[config.mk]
export PLATFORM = sky130hd
export DESIGN_NAME = predecTop
export DESIGN_NICKNAME = d
export VERILOG_FILES = /design/src/common/predecPkg.sv /design/src/hw/fetchCtrl.sv /design/src/hw/parcelAligner.sv /design/src/hw/pcCounter.sv /design/src/hw/predecTop.sv /design/src/predec/predecClass.sv /design/src/predec/predecLink.sv
export SDC_FILE = /design/constraint.sdc
export NUM_CORES = 1
export LEC_CHECK = 0
export BUFFER_PORTS_ARGS = -buffer_cell sky130_fd_sc_hd__buf_4
export CORE_ASPECT_RATIO = 1.2
export CORE_UTILIZATION = 40
export CTS_BUF_LIST = sky130_fd_sc_hd__clkbuf_2
export DETAILED_ROUTE_END_ITERATION = 6
export GPL_TIMING_DRIVEN = 1
export PLACE_DENSITY = 0.63
export SLEW_MARGIN = 40
export SYNTH_ARGS = -nofsm -noshare
export SYNTH_HDL_FRONTEND = slang
export SYNTH_SLANG_ARGS = --single-unit
[constraint.sdc]
create_clock -name clk -period 8.15 [get_ports clk]
set_input_delay 0.815 -clock clk [delete_from_list [all_inputs] [get_ports clk]]
set_output_delay 0.815 -clock clk [all_outputs]
set_load 0.01 [all_outputs]
[src/common/predecPkg.sv]
`default_nettype none

package predecPkg;

  localparam int unsigned classW = 13;

  // class vector bit positions
  localparam int unsigned clsAlu     = 0;
  localparam int unsigned clsShift   = 1;
  localparam int unsigned clsMul     = 2;
  localparam int unsigned clsLoad    = 3;
  localparam int unsigned clsStore   = 4;
  localparam int unsigned clsStore2  = 5; // store data from fp regfile
  localparam int unsigned clsFpu     = 6;
  localparam int unsigned clsLoadFpu = 7;
  localparam int unsigned clsSys     = 8;
  localparam int unsigned clsJump    = 9;
  localparam int unsigned clsIndir   = 10;
  localparam int unsigned clsBranch  = 11;
  localparam int unsigned clsPos0    = 12;

  // major opcodes
  localparam logic [6:0] opLoad    = 7'b0000011;
  localparam logic [6:0] opLoadFp  = 7'b0000111;
  localparam logic [6:0] opMiscMem = 7'b0001111;
  localparam logic [6:0] opOpImm   = 7'b0010011;
  localparam logic [6:0] opAuipc   = 7'b0010111;
  localparam logic [6:0] opOpImm32 = 7'b0011011;
  localparam logic [6:0] opStore   = 7'b0100011;
  localparam logic [6:0] opStoreFp = 7'b0100111;
  localparam logic [6:0] opOp      = 7'b0110011;
  localparam logic [6:0] opLui     = 7'b0110111;
  localparam logic [6:0] opOp32    = 7'b0111011;
  localparam logic [6:0] opFma     = 7'b1000011; // four fma opcodes share [6:4]
  localparam logic [6:0] opOpFp    = 7'b1010011;
  localparam logic [6:0] opBranch  = 7'b1100011;
  localparam logic [6:0] opJalr    = 7'b1100111;
  localparam logic [6:0] opJal     = 7'b1101111;
  localparam logic [6:0] opSystem  = 7'b1110011;

  localparam logic [4:0] linkX1 = 5'd1;
  localparam logic [4:0] linkX5 = 5'd5;

  typedef union packed {
    struct packed {
      logic [6:0] funct7;
      logic [4:0] rs2;
      logic [4:0] rs1;
      logic [2:0] funct3;
      logic [4:0] rd;
      logic [6:0] opcode;
    } rv;
    struct packed {
      logic [15:0] upper; // zero for compressed
      logic [2:0]  cFunct3;
      logic        cBit12;
      logic [4:0]  cRd;
      logic [4:0]  cRs2;
      logic [1:0]  cOp;
    } rvc;
  } instWord_u;

  typedef enum logic [1:0] {
    aligned  = 2'd0,
    heldHalf = 2'd1, // low half of a 32-bit inst held
    heldComp = 2'd2, // whole compressed inst held
    skipLow  = 2'd3
  } fetchState_e;

endpackage

`default_nettype wire

[src/hw/fetchCtrl.sv]
`timescale 1ns/1ns
`default_nettype none

module fetchCtrl (
  input  logic clk,
  input  logic rst,
  input  logic redirect,
  input  logic redirectOdd,
  input  logic fetchValid,
  input  logic lowIsComp,
  input  logic highIsComp,
  input  logic heldIsComp,
  output logic fetchReady,
  output logic accept,
  output logic emit,
  output logic emitComp,
  output logic selHeld,
  output logic keepHigh
);
  import predecPkg::*;

  fetchState_e state;
  fetchState_e nextState;

  assign fetchReady = (state != heldComp);
  assign accept     = fetchValid && fetchReady && !redirect;
  assign emitComp   = selHeld ? heldIsComp : lowIsComp; // length from first parcel

  always_comb begin
    nextState = state;
    emit      = 1'b0;
    selHeld   = 1'b0;
    keepHigh  = 1'b0;
    if (redirect) begin
      nextState = redirectOdd ? skipLow : aligned;
    end else begin
      case (state)
        aligned: begin
          if (accept) begin
            emit = 1'b1;
            if (lowIsComp) begin
              keepHigh  = 1'b1;
              nextState = highIsComp ? heldComp : heldHalf;
            end
          end
        end
        heldHalf: begin
          if (accept) begin
            emit      = 1'b1;
            selHeld   = 1'b1;
            keepHigh  = 1'b1;
            nextState = highIsComp ? heldComp : heldHalf;
          end
        end
        heldComp: begin
          emit      = 1'b1; // no word taken this cycle
          selHeld   = 1'b1;
          nextState = aligned;
        end
        default: begin // skipLow
          if (accept) begin
            keepHigh  = 1'b1;
            nextState = highIsComp ? heldComp : heldHalf;
          end
        end
      endcase
    end
  end

  always_ff @(posedge clk) begin
    if (rst) state <= aligned;
    else state <= nextState;
  end

endmodule

`default_nettype wire

[src/hw/parcelAligner.sv]
`timescale 1ns/1ns
`default_nettype none

module parcelAligner (
  input  logic                         clk,
  input  logic                         rst,
  input  logic                         redirect,
  input  logic [31:0]                  fetchWord,
  input  logic                         accept,
  input  logic                         emit,
  input  logic                         selHeld,
  input  logic                         keepHigh,
  input  logic [63:0]                  pc,
  input  logic [predecPkg::classW-1:0] classIn,
  input  logic                         isLnkIn,
  input  logic                         isRetIn,
  input  logic [1:0]                   lnk2In,
  output logic                         lowIsComp,
  output logic                         highIsComp,
  output logic                         heldIsComp,
  output predecPkg::instWord_u         instNow,
  output logic                         pos0,
  output logic                         instValid,
  output logic [31:0]                  instOut,
  output logic [63:0]                  instPc,
  output logic [predecPkg::classW-1:0] instClass,
  output logic                         isLnk,
  output logic                         isRet,
  output logic [1:0]                   lnk2
);

  logic [15:0] heldParcel;
  logic        heldValid;
  logic [15:0] lowParcel;
  logic [15:0] highParcel;
  logic [15:0] firstParcel;

  assign lowParcel  = fetchWord[15:0];
  assign highParcel = fetchWord[31:16];

  assign lowIsComp  = (lowParcel[1:0] != 2'b11);
  assign highIsComp = (highParcel[1:0] != 2'b11);
  assign heldIsComp = heldValid && (heldParcel[1:0] != 2'b11);

  assign firstParcel = selHeld ? heldParcel : lowParcel;
  assign pos0        = !selHeld;

  always_comb begin
    if (firstParcel[1:0] != 2'b11) instNow = {16'h0000, firstParcel}; // zero-extend rvc
    else if (selHeld) instNow = {lowParcel, heldParcel};              // straddles words
    else instNow = fetchWord;
  end

  always_ff @(posedge clk) begin
    if (accept && keepHigh) heldParcel <= highParcel;
  end

  always_ff @(posedge clk) begin
    if (rst || redirect) begin
      heldValid <= 1'b0;
    end else if (accept && keepHigh) begin
      heldValid <= 1'b1;
    end else if (emit && selHeld) begin
      heldValid <= 1'b0; // held parcel consumed
    end
  end

  always_ff @(posedge clk) begin
    if (rst) instValid <= 1'b0;
    else instValid <= emit;
  end

  always_ff @(posedge clk) begin
    if (emit) begin
      instOut   <= instNow;
      instPc    <= pc;
      instClass <= classIn;
      isLnk     <= isLnkIn;
      isRet     <= isRetIn;
      lnk2      <= lnk2In;
    end
  end

endmodule

`default_nettype wire

[src/hw/pcCounter.sv]
`timescale 1ns/1ns
`default_nettype none

module pcCounter (
  input  logic        clk,
  input  logic        rst,
  input  logic        redirect,
  input  logic [63:0] redirectPc,
  input  logic        emit,
  input  logic        emitComp,
  output logic [63:0] pc
);

  logic [63:0] step;

  assign step = emitComp ? 64'd2 : 64'd4;

  // address of the next inst to emit
  always_ff @(posedge clk) begin
    if (rst) begin
      pc <= 64'd0;
    end else if (redirect) begin
      pc <= redirectPc;
    end else if (emit) begin
      pc <= pc + step;
    end
  end

endmodule

`default_nettype wire

[src/hw/predecTop.sv]
`timescale 1ns/1ns
`default_nettype none

module predecTop (
  input  logic                         clk,
  input  logic                         rst,
  input  logic                         fetchValid,
  input  logic [31:0]                  fetchWord,
  input  logic                         redirect,
  input  logic [63:0]                  redirectPc,
  output logic                         fetchReady,
  output logic                         instValid,
  output logic [31:0]                  instOut,
  output logic [63:0]                  instPc,
  output logic [predecPkg::classW-1:0] instClass,
  output logic                         isLnk,
  output logic                         isRet,
  output logic [1:0]                   lnk2
);
  import predecPkg::*;

  logic              accept;
  logic              emit;
  logic              emitComp;
  logic              selHeld;
  logic              keepHigh;
  logic              lowIsComp;
  logic              highIsComp;
  logic              heldIsComp;
  logic [63:0]       pc;
  instWord_u         instNow;
  logic              pos0;
  logic [classW-1:0] classNow; // combinational predecode
  logic              isLnkNow;
  logic              isRetNow;
  logic [1:0]        lnk2Now;

  pcCounter u_pcCounter (
    .clk(clk), .rst(rst), .redirect(redirect), .redirectPc(redirectPc),
    .emit(emit), .emitComp(emitComp), .pc(pc)
  );

  fetchCtrl u_fetchCtrl (
    .clk(clk), .rst(rst), .redirect(redirect), .redirectOdd(redirectPc[1]),
    .fetchValid(fetchValid), .lowIsComp(lowIsComp), .highIsComp(highIsComp),
    .heldIsComp(heldIsComp), .fetchReady(fetchReady), .accept(accept), .emit(emit),
    .emitComp(emitComp), .selHeld(selHeld), .keepHigh(keepHigh)
  );

  parcelAligner u_parcelAligner (
    .clk(clk), .rst(rst), .redirect(redirect), .fetchWord(fetchWord),
    .accept(accept), .emit(emit), .selHeld(selHeld), .keepHigh(keepHigh), .pc(pc),
    .classIn(classNow), .isLnkIn(isLnkNow), .isRetIn(isRetNow), .lnk2In(lnk2Now),
    .lowIsComp(lowIsComp), .highIsComp(highIsComp), .heldIsComp(heldIsComp),
    .instNow(instNow), .pos0(pos0), .instValid(instValid), .instOut(instOut),
    .instPc(instPc), .instClass(instClass), .isLnk(isLnk), .isRet(isRet), .lnk2(lnk2)
  );

  predecClass u_predecClass (.inst(instNow), .pos0(pos0), .instClass(classNow));

  predecLink u_predecLink (.inst(instNow), .isLnk(isLnkNow), .isRet(isRetNow), .lnk2(lnk2Now));

endmodule

`default_nettype wire

[src/predec/predecClass.sv]
`timescale 1ns/1ns
`default_nettype none

module predecClass (
  input  predecPkg::instWord_u              inst,
  input  logic                              pos0,
  output logic [predecPkg::classW-1:0]      instClass
);
  import predecPkg::*;

  logic isComp;

  // legal funct7 for a shift, 6-bit shamt on rv64 op-imm
  function automatic logic shiftOk(input logic [2:0] funct3, input logic [6:0] funct7,
                                   input logic wideShamt);
    logic arith;
    logic upperZero;
    arith     = (funct3 == 3'b101) && (funct7[6:1] == 6'b010000);
    upperZero = (funct7[6:1] == 6'b000000);
    if (wideShamt) begin
      shiftOk = upperZero || arith;
    end else begin
      shiftOk = (funct7 == 7'b0000000) || (arith && !funct7[0]);
    end
  endfunction

  assign isComp = (inst.rvc.cOp != 2'b11);

  always_comb begin
    instClass = '0;
    if (isComp) begin
      case (inst.rvc.cOp)
        2'b00: begin
          if (inst.rvc.cFunct3 == 3'b000) instClass[clsAlu] = 1'b1; // c.addi4spn
          else if (inst.rvc.cFunct3[1:0] != 2'b00) begin
            if (inst.rvc.cFunct3[2]) instClass[clsStore] = 1'b1;
            else instClass[clsLoad] = 1'b1;
            if (inst.rvc.cFunct3 == 3'b001) instClass[clsLoadFpu] = 1'b1;
            if (inst.rvc.cFunct3 == 3'b101) instClass[clsStore2] = 1'b1;
          end
        end
        2'b01: begin
          case (inst.rvc.cFunct3)
            3'b100: begin
              if (inst.rvc.cRd[4:3] == 2'b00 || inst.rvc.cRd[4:3] == 2'b01) begin
                instClass[clsShift] = 1'b1; // c.srli, c.srai
              end else if (!(inst.rvc.cBit12 && inst.rvc.cRd[4:3] == 2'b11 &&
                             inst.rvc.cRs2[4])) begin
                instClass[clsAlu] = 1'b1;
              end
            end
            3'b101:         instClass[clsJump] = 1'b1;
            3'b110, 3'b111: instClass[clsBranch] = 1'b1;
            default:        instClass[clsAlu] = 1'b1; // addi, addiw, li, lui
          endcase
        end
        default: begin
          case (inst.rvc.cFunct3)
            3'b000: if (inst.rvc.cRd != 5'd0) instClass[clsShift] = 1'b1;
            3'b100: begin
              if (inst.rvc.cRs2 != 5'd0) begin
                if (inst.rvc.cBit12) instClass[clsAlu] = 1'b1;
                else instClass[clsMul] = 1'b1; // c.mv grouped with mul
              end else if (inst.rvc.cRd != 5'd0) begin
                instClass[clsIndir] = 1'b1;
              end else if (inst.rvc.cBit12) begin
                instClass[clsSys] = 1'b1;     // c.ebreak
              end
            end
            default: begin
              // stack ld/st, lwsp and ldsp need rd
              if (inst.rvc.cFunct3[2] || inst.rvc.cFunct3 == 3'b001 ||
                  inst.rvc.cRd != 5'd0) begin
                if (inst.rvc.cFunct3[2]) instClass[clsStore] = 1'b1;
                else instClass[clsLoad] = 1'b1;
                if (inst.rvc.cFunct3 == 3'b001) instClass[clsLoadFpu] = 1'b1;
                if (inst.rvc.cFunct3 == 3'b101) instClass[clsStore2] = 1'b1;
              end
            end
          endcase
        end
      endcase
    end else begin
      case (inst.rv.opcode)
        opLoad:   instClass[clsLoad] = 1'b1;
        opLoadFp: begin
          instClass[clsLoad]    = 1'b1;
          instClass[clsLoadFpu] = 1'b1;
        end
        opStore:  instClass[clsStore] = 1'b1;
        opStoreFp: begin
          instClass[clsStore]  = 1'b1;
          instClass[clsStore2] = 1'b1;
        end
        opOpImm, opOpImm32: begin
          if (inst.rv.funct3[1:0] == 2'b01 &&
              shiftOk(inst.rv.funct3, inst.rv.funct7, inst.rv.opcode == opOpImm)) begin
            instClass[clsShift] = 1'b1;
          end else begin
            instClass[clsAlu] = 1'b1;
          end
        end
        opOp, opOp32: begin
          if (inst.rv.funct7 == 7'b0000001) instClass[clsMul] = 1'b1;
          else if (inst.rv.funct3[1:0] == 2'b01 &&
                   shiftOk(inst.rv.funct3, inst.rv.funct7, 1'b0)) instClass[clsShift] = 1'b1;
          else instClass[clsAlu] = 1'b1;
        end
        opLui, opAuipc:      instClass[clsAlu] = 1'b1;
        opJal:               instClass[clsJump] = 1'b1;
        opJalr:              instClass[clsIndir] = 1'b1;
        opBranch:            instClass[clsBranch] = 1'b1;
        opOpFp:              instClass[clsFpu] = 1'b1;
        opSystem, opMiscMem: instClass[clsSys] = 1'b1;
        default: if (inst.rv.opcode[6:4] == opFma[6:4]) instClass[clsFpu] = 1'b1;
      endcase
    end
    instClass[clsPos0] = pos0;
  end

endmodule

`default_nettype wire

[src/predec/predecLink.sv]
`timescale 1ns/1ns
`default_nettype none

module predecLink (
  input  predecPkg::instWord_u inst,
  output logic                 isLnk,
  output logic                 isRet,
  output logic [1:0]           lnk2
);
  import predecPkg::*;

  logic isComp;
  logic cJumpReg; // c.jr or c.jalr
  logic isJal;
  logic isJalr;

  function automatic logic [1:0] linkCode(input logic [4:0] regNum);
    linkCode = 2'b00;
    if (regNum == linkX1) linkCode = 2'b01;
    else if (regNum == linkX5) linkCode = 2'b10;
  endfunction

  assign isComp   = (inst.rvc.cOp != 2'b11);
  assign cJumpReg = (inst.rvc.cOp == 2'b10) && (inst.rvc.cFunct3 == 3'b100) &&
                    (inst.rvc.cRs2 == 5'd0) && (inst.rvc.cRd != 5'd0);
  assign isJal    = (inst.rv.opcode == opJal);
  assign isJalr   = (inst.rv.opcode == opJalr);

  always_comb begin
    isLnk = 1'b0;
    isRet = 1'b0;
    lnk2  = 2'b00;
    if (isComp) begin
      if (cJumpReg && inst.rvc.cBit12) begin
        isLnk = 1'b1; // c.jalr always writes x1
        lnk2  = 2'b01;
      end else if (cJumpReg && linkCode(inst.rvc.cRd) != 2'b00) begin
        isRet = 1'b1;
        lnk2  = linkCode(inst.rvc.cRd);
      end
    end else if ((isJal || isJalr) && linkCode(inst.rv.rd) != 2'b00) begin
      isLnk = 1'b1;
      lnk2  = linkCode(inst.rv.rd);
    end else if (isJalr && inst.rv.rd == 5'd0 && linkCode(inst.rv.rs1) != 2'b00) begin
      isRet = 1'b1;
      lnk2  = linkCode(inst.rv.rs1);
    end
  end

endmodule

`default_nettype wire

==> results of run 1 <==
-- per-layer routing --
| layer | wire [um] | vias up | track usage |
|---|---|---|---|
| met3 | 1660 | 50 | 0.0557 |
| met4 | 872 | 0 | 0.0945 |
| met5 | 0 | - | 0 |
| li1 | - | 3586 | - |
| met1 | 10800 | 3581 | 0.266 |
| met2 | 12900 | 302 | 0.376 |
-- logic make-up (layout without fill, tap and decap cells) --
family,after synthesis,count (layout),synth area share
muxes,22,22,0.0243
xor gates and xnor gates,53,53,0.0500
and+or+nand+nor,347,347,0.199
DFF,197,197,0.564
AOI/OAI and AO/OA,161,161,0.117
adders and majority gates,6,6,0.00890
buffers and inverters,80,286,0.0372
other,0,1,0
-- Yosys cell counts (all sizes together) (10+ instances only) --
| cell type | number |
|---|---|
| nor3 | 36 |
| xnor2 | 36 |
| clkbuf | 29 |
| edfxtp | 129 |
| o21ai | 20 |
| nor2 | 76 |
| mux2i | 18 |
| nand2 | 95 |
| nand4 | 27 |
| a31oi | 10 |
| inv | 33 |
| dfxtp | 68 |
| buf | 18 |
| nor4 | 10 |
| nand3 | 31 |
| and3 | 14 |
| xor2 | 17 |
| a21oi | 41 |
| a211oi | 35 |
-- power breakdown --
| part | leakage (nW) | internal (mW) | switching, mW | total (mW) |
|---|---|---|---|---|
| combinational | 2.46 | 0.128 | 0.162 | 0.290 |
| clock | 0.163 | 0.116 | 0.403 | 0.519 |
| sequential | 1.75 | 1.14 | 0.0442 | 1.18 |
-- per-stage QoR --
stage               hold WS (ps)  utilization
floorplan                    408            -
global placement             430        0.491
detailed placement           425        0.493
CTS                          104        0.505
global route                76.9        0.506
finish                       184        0.506
-- final cells by class --
type | count | area share
clock buffers | 17 | 0.00745
well taps | 310 | 0.0339
inverters | 33 | 0.0110
diodes | 1 | 0.000219
repair buffers | 221 | 0.148
multi-input cells | 589 | 0.324
flip-flops and latches | 197 | 0.458
clock inverters | 15 | 0.0169
-- path summary, 6_finish.rpt --
kind | from | to | slack [ps]
worst max register to register | u_fetchCtrl.state[1] | u_pcCounter.pc[49] | 4130
worst max-delay path | u_fetchCtrl.state[1] | u_pcCounter.pc[49] | 4130
worst min register to register | u_pcCounter.pc[0] | u_parcelAligner.instPc[0] | 500
worst min-delay path | redirectPc[21] | u_pcCounter.pc[21] | 180
-- worst max-delay path, stage by stage (launching register included) --
cell      delay, ps
dfxtp_1         510
inv_1            90
ha_1            330
nand2b_4        120
nor2_8          470
a31o_2          290
ha_1            170
inv_1            50
fa_1            360
inv_1            80
o211a_1         560
nand3_1         270
nor3_1          320
xnor2_1         110
a211oi_1        220
-- sequential cells by signal, indices dropped and copies added, names as in the netlist --
name / flops
u_fetchCtrl.state: 2
u_parcelAligner.heldParcel: 16
u_parcelAligner.heldValid: 1
u_parcelAligner.instClass: 13
u_parcelAligner.instOut: 32
u_parcelAligner.instPc: 64
u_parcelAligner.instValid: 1
u_parcelAligner.isLnk: 1
u_parcelAligner.isRet: 1
u_parcelAligner.lnk2: 2
u_pcCounter.pc: 64
==> results_dict.tcl, run 1 <==
set metrics [dict create \
    instances_no_fill 1383 \
    synthCells 866 \
    drtIter0Drc 540 \
    cp-end-kind "flop" \
    viasPerCell 5.44 \
    final_common_cell "buf_4" \
    worst-r2r-cell-count 14 \
    synth_edf_count 129 \
    power_density_mw_per_mm2 174 \
    drt_pre_antenna_iters 7 \
    rsz0062_at_grt "false" \
    n_fill_cell 2115 \
    slew_violations 0 \
    grt_pass1_wl_mm 40.3 \
    dieArea_mm2 0.0238 \
    place_inst 1350 \
    worstMarginPinSlew_ps 812 \
    final-hold-violation-count 0 \
    portBuffers 214 \
    clkLatencyLatePin_ps 810 \
    yosys.area.top_type "edfxtp_1" \
    ys_types 70 \
    regArea_mm2 0.00524 \
    fp.dieW_um 141 \
    fin_area_mm2 0.0114 \
    min_period_over_period 0.493 \
    antenna_found_initial 1 \
    synth_seq_area_share 0.564 \
    slew_headroom 0.459 \
    start_util 0.411 \
    grt_max_degree 84 \
    vias 7519 \
    clockRootBuffer "clkbuf_2" \
    skew_ps 68.8 \
    path_max_fanout 40 \
    syn_to_final_growth_pct 23.2 \
    placedInstanceArea_mm2 0.0111 \
    min_path_cells 3 \
    dp_hpwl_mm 18.6 \
    max_freq_ghz 0.249 \
    multi_input_area_mm2 0.00370 \
    ir_drop_mv 0.0916 \
    pin_count 215 \
    synth.net_count 972 \
    wl_per_cell_um 19.0 \
    cts_buffer_depth 2 \
    cap_violations 0 \
    synth_area_per_cell_um2 10.7 \
    netlist_top_cells_area "edfxtp_1 42%, dfxtp_1 15%, nand2_1 3.8%, xnor2_1 3.4%, nor2_1 3.0%" \
    ys_seq_elements 197 \
    path_clk_slew_ps 390 \
    setup_viol 0 \
    grt-ovfl-total 0 \
    synth_top_area_share 0.418 \
    drt-total-wl_mm 26.2 \
    yosys_warnings 0 \
    cp.arrival_ps 4710 \
    cts_tree "done" \
    postRouteAntennaNets 0 \
    cp-start-kind "flop" \
    setup_tns_ps 0 \
    drive_gt1_frac 0.258 \
    cts.htree.levels 4 \
    netlist_area_mm2 0.00928 \
    synth_flop_cell "edfxtp_1" \
    post-route-drc-count 0 \
    clock_sinks 197 \
    hp-class "in -> reg" \
    postCtsSetupBuffers 0 \
    gp_congestion 0.928 \
    track_usage 0.221 \
    p_leak_nw 4.37 \
    final_cell_mix "217 x buf_4, 129 x edfxtp_1, 95 x nand2_1" \
    grt_pass1_vias 7482 \
    cts-hold-fix-buffers 0 \
    cts_made_buffers 17 \
    layout_min_cycle_time_ps 4020 \
    power_mw 1.99 \
    worst_ep_required_time_ps 8840 \
    die_h_um 169 \
    post-place-ws_ps 3740 \
    outcome "finished clean" \
    rows 60 \
    worst_slack_ps 4130 \
    ctsResizeCount 0 \
    async_reset_ff_frac 0 \
    core_mm2 0.0226 \
    final_nets 1165 \
    critPathKind "reg -> reg" \
]
Power figures use the tool's default switching activity.
==> inputs of run 2 (changes only) <==
==> constraint.sdc (replaced) <==
create_clock -name clk -period 3.8 [get_ports clk]
set_input_delay 0.38 -clock clk [delete_from_list [all_inputs] [get_ports clk]]
set_output_delay 0.38 -clock clk [all_outputs]
set_load 0.01 [all_outputs]
==> run 2 against run 1 <==
  * Non-clock buffer count up 104
  * Power up 120%
  * Design area up 8.7%
  * Critical path depth up 1
  * Clock power up 120%
  * Sequential share of layout area down 3.7 points
  * Critical path type unchanged
==> results_dict.tcl, run 2 (synthesis gave the netlist of run 1 again) <==
set metrics [dict create \
    outcome "finished clean" \
    placedInstanceArea_mm2 0.0112 \
    die_h_um 169 \
    final_common_cell "buf_4" \
    cap_violations 0 \
    layout_min_cycle_time_ps 3330 \
    clockRootBuffer "clkbuf_2" \
    fin_area_mm2 0.0124 \
    drtIter0Drc 503 \
    setup_viol 0 \
    track_usage 0.235 \
    power_mw 4.38 \
    antenna_found_initial 2 \
    pin_count 215 \
    critPathKind "reg -> reg" \
    cp.arrival_ps 3990 \
    grt-ovfl-total 0 \
    cp-end-kind "flop" \
    postRouteAntennaNets 0 \
    min_period_over_period 0.877 \
    core_mm2 0.0226 \
    worstMarginPinSlew_ps 789 \
    cp_slowest_stage_delay_ps 510 \
    vias 7925 \
    p_leak_nw 4.81 \
    reg_top3 "u_parcelAligner.instPc x64, u_pcCounter.pc x64, u_parcelAligner.instOut x32" \
    final_nets 1269 \
    final-hold-violation-count 0 \
    power_frac_clock 0.259 \
    power.switching_mw 1.26 \
    cp_cell_sequence "inv_1, ha_1, a21oi_4, nor2_8, nor2_1, a31o_2, ha_1, inv_1, fa_1, inv_1, o211a_1, nand3_1, nor4_1, xnor2_1, a21oi_1" \
    rsz0062_at_grt "false" \
    fp.dieW_um 141 \
    cts_buffer_depth 2 \
    slew_violations 0 \
    place_inst 1363 \
    post-route-drc-count 0 \
    dieArea_mm2 0.0238 \
    dp_hpwl_mm 19.2 \
    rows 60 \
    drt_pre_antenna_iters 6 \
    instances_no_fill 1487 \
    clkLatencyLatePin_ps 760 \
    grt_pass1_wl_mm 42.7 \
    drive_gt1_frac 0.247 \
    slowest_stage "dfxtp_1" \
    power_density_mw_per_mm2 353 \
    cpMostUsedCell "inv_1" \
    gp_congestion 0.959 \
    path_clk_slew_ps 310 \
    skew_ps 61.3 \
    timing.hold.ws_ps 90.4 \
    cp-start-kind "flop" \
    grt_max_degree 69 \
    start_util 0.411 \
    grt_pass1_vias 7908 \
    setup_tns_ps 0 \
    sequentialPowerShare 0.579 \
    ir_drop_mv 0.184 \
    p_sw_frac 0.287 \
    path_max_fanout 9 \
    worst_ep_required_time_ps 4460 \
    cts_tree "done" \
    viasPerCell 5.33 \
    syn_to_final_growth_pct 33.9 \
    slew_headroom 0.474 \
    portBuffers 214 \
    clock_sinks 197 \
    hp-class "in -> reg" \
    power.internal_mw 3.12 \
    wl_per_cell_um 18.5 \
    drt-total-wl_mm 27.5 \
    combPwrFrac 0.162 \
    cts.htree.levels 4 \
    final_cell_mix "233 x buf_4, 129 x edfxtp_1, 95 x nand2_1" \
    cts_made_buffers 17 \
    max_freq_ghz 0.300 \
    postCtsSetupBuffers 0 \
]
==> run 2: cell count changes in the layout (fill, tap and decap cells not counted), moves of 2 or more <==
| cell | previous run | this run |
|---|---|---|
| dlygate4sd3_1 | 0 | 91 |
| inv_12 | 2 | 0 |
| clkinv_8 | 5 | 2 |
| bufinv_16 | 0 | 2 |
| buf_4 | 217 | 233 |
| buf_6 | 2 | 0 |
| clkinv_4 | 0 | 5 |
==> run 2: cell type report <==
type                       count  area, um^2
fill                        2025       10200
sequential                   197        5240
multi-input combinational    589        3710
timing repair buffer         325        2680
tap                          310         388
clock inverter                14         190
inverter                      33         125
clock buffer                  18        90.1
antenna                        1        2.50
==> run 2: worst paths after layout <==
kind	start	endpoint	slack, ps	cells after the start
worst min-delay path	fetchValid	u_parcelAligner.heldParcel[1]	90	3
worst min register to register	u_pcCounter.pc[0]	u_parcelAligner.instPc[0]	470	0
worst max register to register	u_fetchCtrl.state[1]	u_pcCounter.pc[37]	470	15
worst max-delay path	u_fetchCtrl.state[1]	u_pcCounter.pc[37]	470	15
==> run 2: worst max-delay path: cells and delay by family (launching register included) <==
kind,cells,cell delay (ps)
buf+inv,3,240
simple gates,4,770
xor+xnor,1,160
compound gates,4,830
flops,1,510
fa+ha+maj,3,760
==> run 2: per-layer routing <==
metal | up-vias | track usage | wire [um]
met1 | 3776 | 0.276 | 10800
met3 | 53 | 0.0543 | 1780
met2 | 303 | 0.416 | 14100
met5 | - | 0 | 11
li1 | 3791 | - | -
met4 | 2 | 0.0860 | 796
==> run 2: per-stage QoR <==
step	util	worst slack, ps
5_1_grt	0.550	122
6_report	0.550	466
3_5_place_dp	0.497	361
3_3_place_gp	0.497	575
2_1_floorplan	-	156
4_1_cts	0.549	328
==> run 2: repair_timing <==
item,4_1_cts,5_1_grt
endpoints found under the setup margin,0,1
hold buffers,91,0
resized for setup,0,1
hold endpoints to repair,103,0
==> run 2: power by group through the flow <==
stage / clock (mW) / combinational (mW) / sequential, mW
finish: 1.13 / 0.711 / 2.53
global route: 1.27 / 0.772 / 2.55
floorplan: 0 / 0.283 / 2.60
global placement: 0 / 0.628 / 2.58
detailed placement: 0 / 0.632 / 2.58
CTS: 1.17 / 0.710 / 2.54
==> inputs of run 3 (changes only) <==
--- a/config.mk
+++ b/config.mk
@@ -8,7 +8,7 @@
 export BUFFER_PORTS_ARGS = -buffer_cell sky130_fd_sc_hd__buf_4
 export CORE_ASPECT_RATIO = 1.2
 export CORE_UTILIZATION = 40
-export CTS_BUF_LIST = sky130_fd_sc_hd__clkbuf_2
+export CTS_BUF_LIST = sky130_fd_sc_hd__clkbuf_16
 export DETAILED_ROUTE_END_ITERATION = 6
 export GPL_TIMING_DRIVEN = 1
 export PLACE_DENSITY = 0.63
==> run 3 against run 2 <==
  * Sequential power about the same
  * Via count decreased by 4.6%
  * Setup slack improved by 11 ps
  * Final cell count decreased by 6.2%
  * Maximum frequency increased by 0.33%
  * Core utilization decreased by 2.6 points
  * Die area unchanged
  * Sequential share of layout area increased by 2.1 points
  * Clock skew decreased by 48 ps
  * Power increased by 15%
  * Non-clock buffer count decreased by 91
  * Register-to-register slack about the same
  * Critical endpoint unchanged
  * Largest cell class unchanged
  * Largest power group unchanged
==> results_dict.tcl, run 3 (synthesis gave the netlist of run 1 again) <==
set metrics [dict create \
    clockRootBuffer "clkbuf_16" \
    ir_drop_mv 0.309 \
    start_util 0.411 \
    final-hold-violation-count 0 \
    setup_tns_ps 0 \
    cts-hold-fix-buffers 0 \
    grt-ovfl-total 0 \
    viasPerCell 5.42 \
    path_max_fanout 9 \
    final_cell_mix "233 x buf_4, 129 x edfxtp_1, 95 x nand2_1" \
    core_mm2 0.0226 \
    hp-class "in -> reg" \
    min_period_over_period 0.875 \
    syn_to_final_growth_pct 27.7 \
    dieArea_mm2 0.0238 \
    track_usage 0.229 \
    final_nets 1178 \
    grt_max_degree 69 \
    postRouteAntennaNets 0 \
    cts_made_buffers 17 \
    cap_violations 0 \
    die_h_um 169 \
    final_common_cell "buf_4" \
    fp.dieW_um 141 \
    clock_sinks 197 \
    r2r_end "u_pcCounter.pc[37]" \
    worst-r2r-cell-count 15 \
    diodes 0 \
    power_mw 5.02 \
    wl_per_cell_um 19.1 \
    postCtsSetupBuffers 0 \
    vias 7563 \
    layout_min_cycle_time_ps 3320 \
    gp_congestion 0.959 \
    setup_viol 0 \
    rows 60 \
    skew_ps 13.4 \
    min_path_cells 1 \
    rsz0062_at_grt "false" \
    cts_buffer_depth 2 \
    critPathCapture "u_pcCounter.pc[37]" \
    cp-end-kind "flop" \
    timing.hold.ws_ps 135 \
    cp.arrival_ps 3620 \
    critPathKind "reg -> reg" \
    post-route-drc-count 0 \
    cts.htree.levels 4 \
    worst_ep_required_time_ps 4090 \
    power_density_mw_per_mm2 424 \
    drive_gt1_frac 0.267 \
    cp-startpoint "u_fetchCtrl.state[1]" \
    drt_pre_antenna_iters 5 \
    grt_pass1_wl_mm 41.3 \
    path_clk_slew_ps 80 \
    r2r_start "u_fetchCtrl.state[1]" \
    max_freq_ghz 0.301 \
    outcome "finished clean" \
    grt_pass1_vias 7499 \
    antenna_found_initial 1 \
    p_leak_nw 4.57 \
    pin_count 215 \
    portBuffers 214 \
    reg2reg_slack_ps 480 \
    slew_violations 0 \
    worstMarginPinSlew_ps 776 \
    drtIter0Drc 518 \
    dp_hpwl_mm 19.2 \
    reg_top3 "u_parcelAligner.instPc x64, u_pcCounter.pc x64, u_parcelAligner.instOut x32" \
    drt-total-wl_mm 26.7 \
    slew_headroom 0.483 \
    clkLatencyLatePin_ps 440 \
    cts_tree "done" \
    cp-start-kind "flop" \
]
-- run 3: cell type report --
type                       count  area, um^2
sequential                   197        5240
inverter                      33         125
timing repair buffer         234        1770
fill                        2095       10800
multi-input combinational    589        3710
tap                          310         388
clock buffer                  18         450
clock inverter                14         164
-- run 3: what timing repair did --
item | in CTS | in global routing
resized for setup | 0 | 1
hold endpoints to repair | 0 | 0
endpoints found under the setup margin | 0 | 1
-- run 3: routing by layer --
metal | GRT usage | wire, um
met4 | 0.0992 | 860
met3 | 0.0645 | 2020
met1 | 0.263 | 10300
met2 | 0.397 | 13500
met5 | 0 | 10
-- run 3: critical path: stages (launching register included) --
cell	delay, ps
dfxtp_1	440
inv_1	100
ha_1	230
a21oi_4	370
nor2_8	60
nor2_1	100
a31o_2	150
ha_1	180
inv_1	60
fa_1	350
inv_1	70
o211a_1	230
nand3_1	210
nor4_1	400
xnor2_1	160
a21oi_1	80
-- run 3: power by group --
group / leakage [nW] / internal, mW / switching, mW
Clock: 0.304 / 0.979 / 0.880
Combinational: 2.52 / 0.279 / 0.354
Sequential: 1.75 / 2.44 / 0.0942
-- run 3: worst min path at each step --
stage                                     to              start
2_1_floorplan      u_parcelAligner.instPc[0]  u_pcCounter.pc[0]
3_3_place_gp       u_parcelAligner.instPc[0]  u_pcCounter.pc[0]
3_5_place_dp       u_parcelAligner.instPc[0]  u_pcCounter.pc[0]
4_1_cts        u_parcelAligner.heldParcel[8]      fetchWord[24]
5_1_grt        u_parcelAligner.heldParcel[8]      fetchWord[24]
6_report       u_parcelAligner.heldParcel[8]      fetchWord[24]
-- run 3: per-stage QoR --
| stage | cells | worst slack, ps | area (um^2) | util |
|---|---|---|---|---|
| floorplan | 866 | 156 | 9280 | - |
| global placement | 1363 | 575 | 11200 | 0.497 |
| detailed placement | 1363 | 361 | 11200 | 0.497 |
| CTS | 1395 | 333 | 11800 | 0.524 |
| global route | 1395 | 135 | 11800 | 0.524 |
| finish | 1395 | 477 | 11800 | 0.524 |
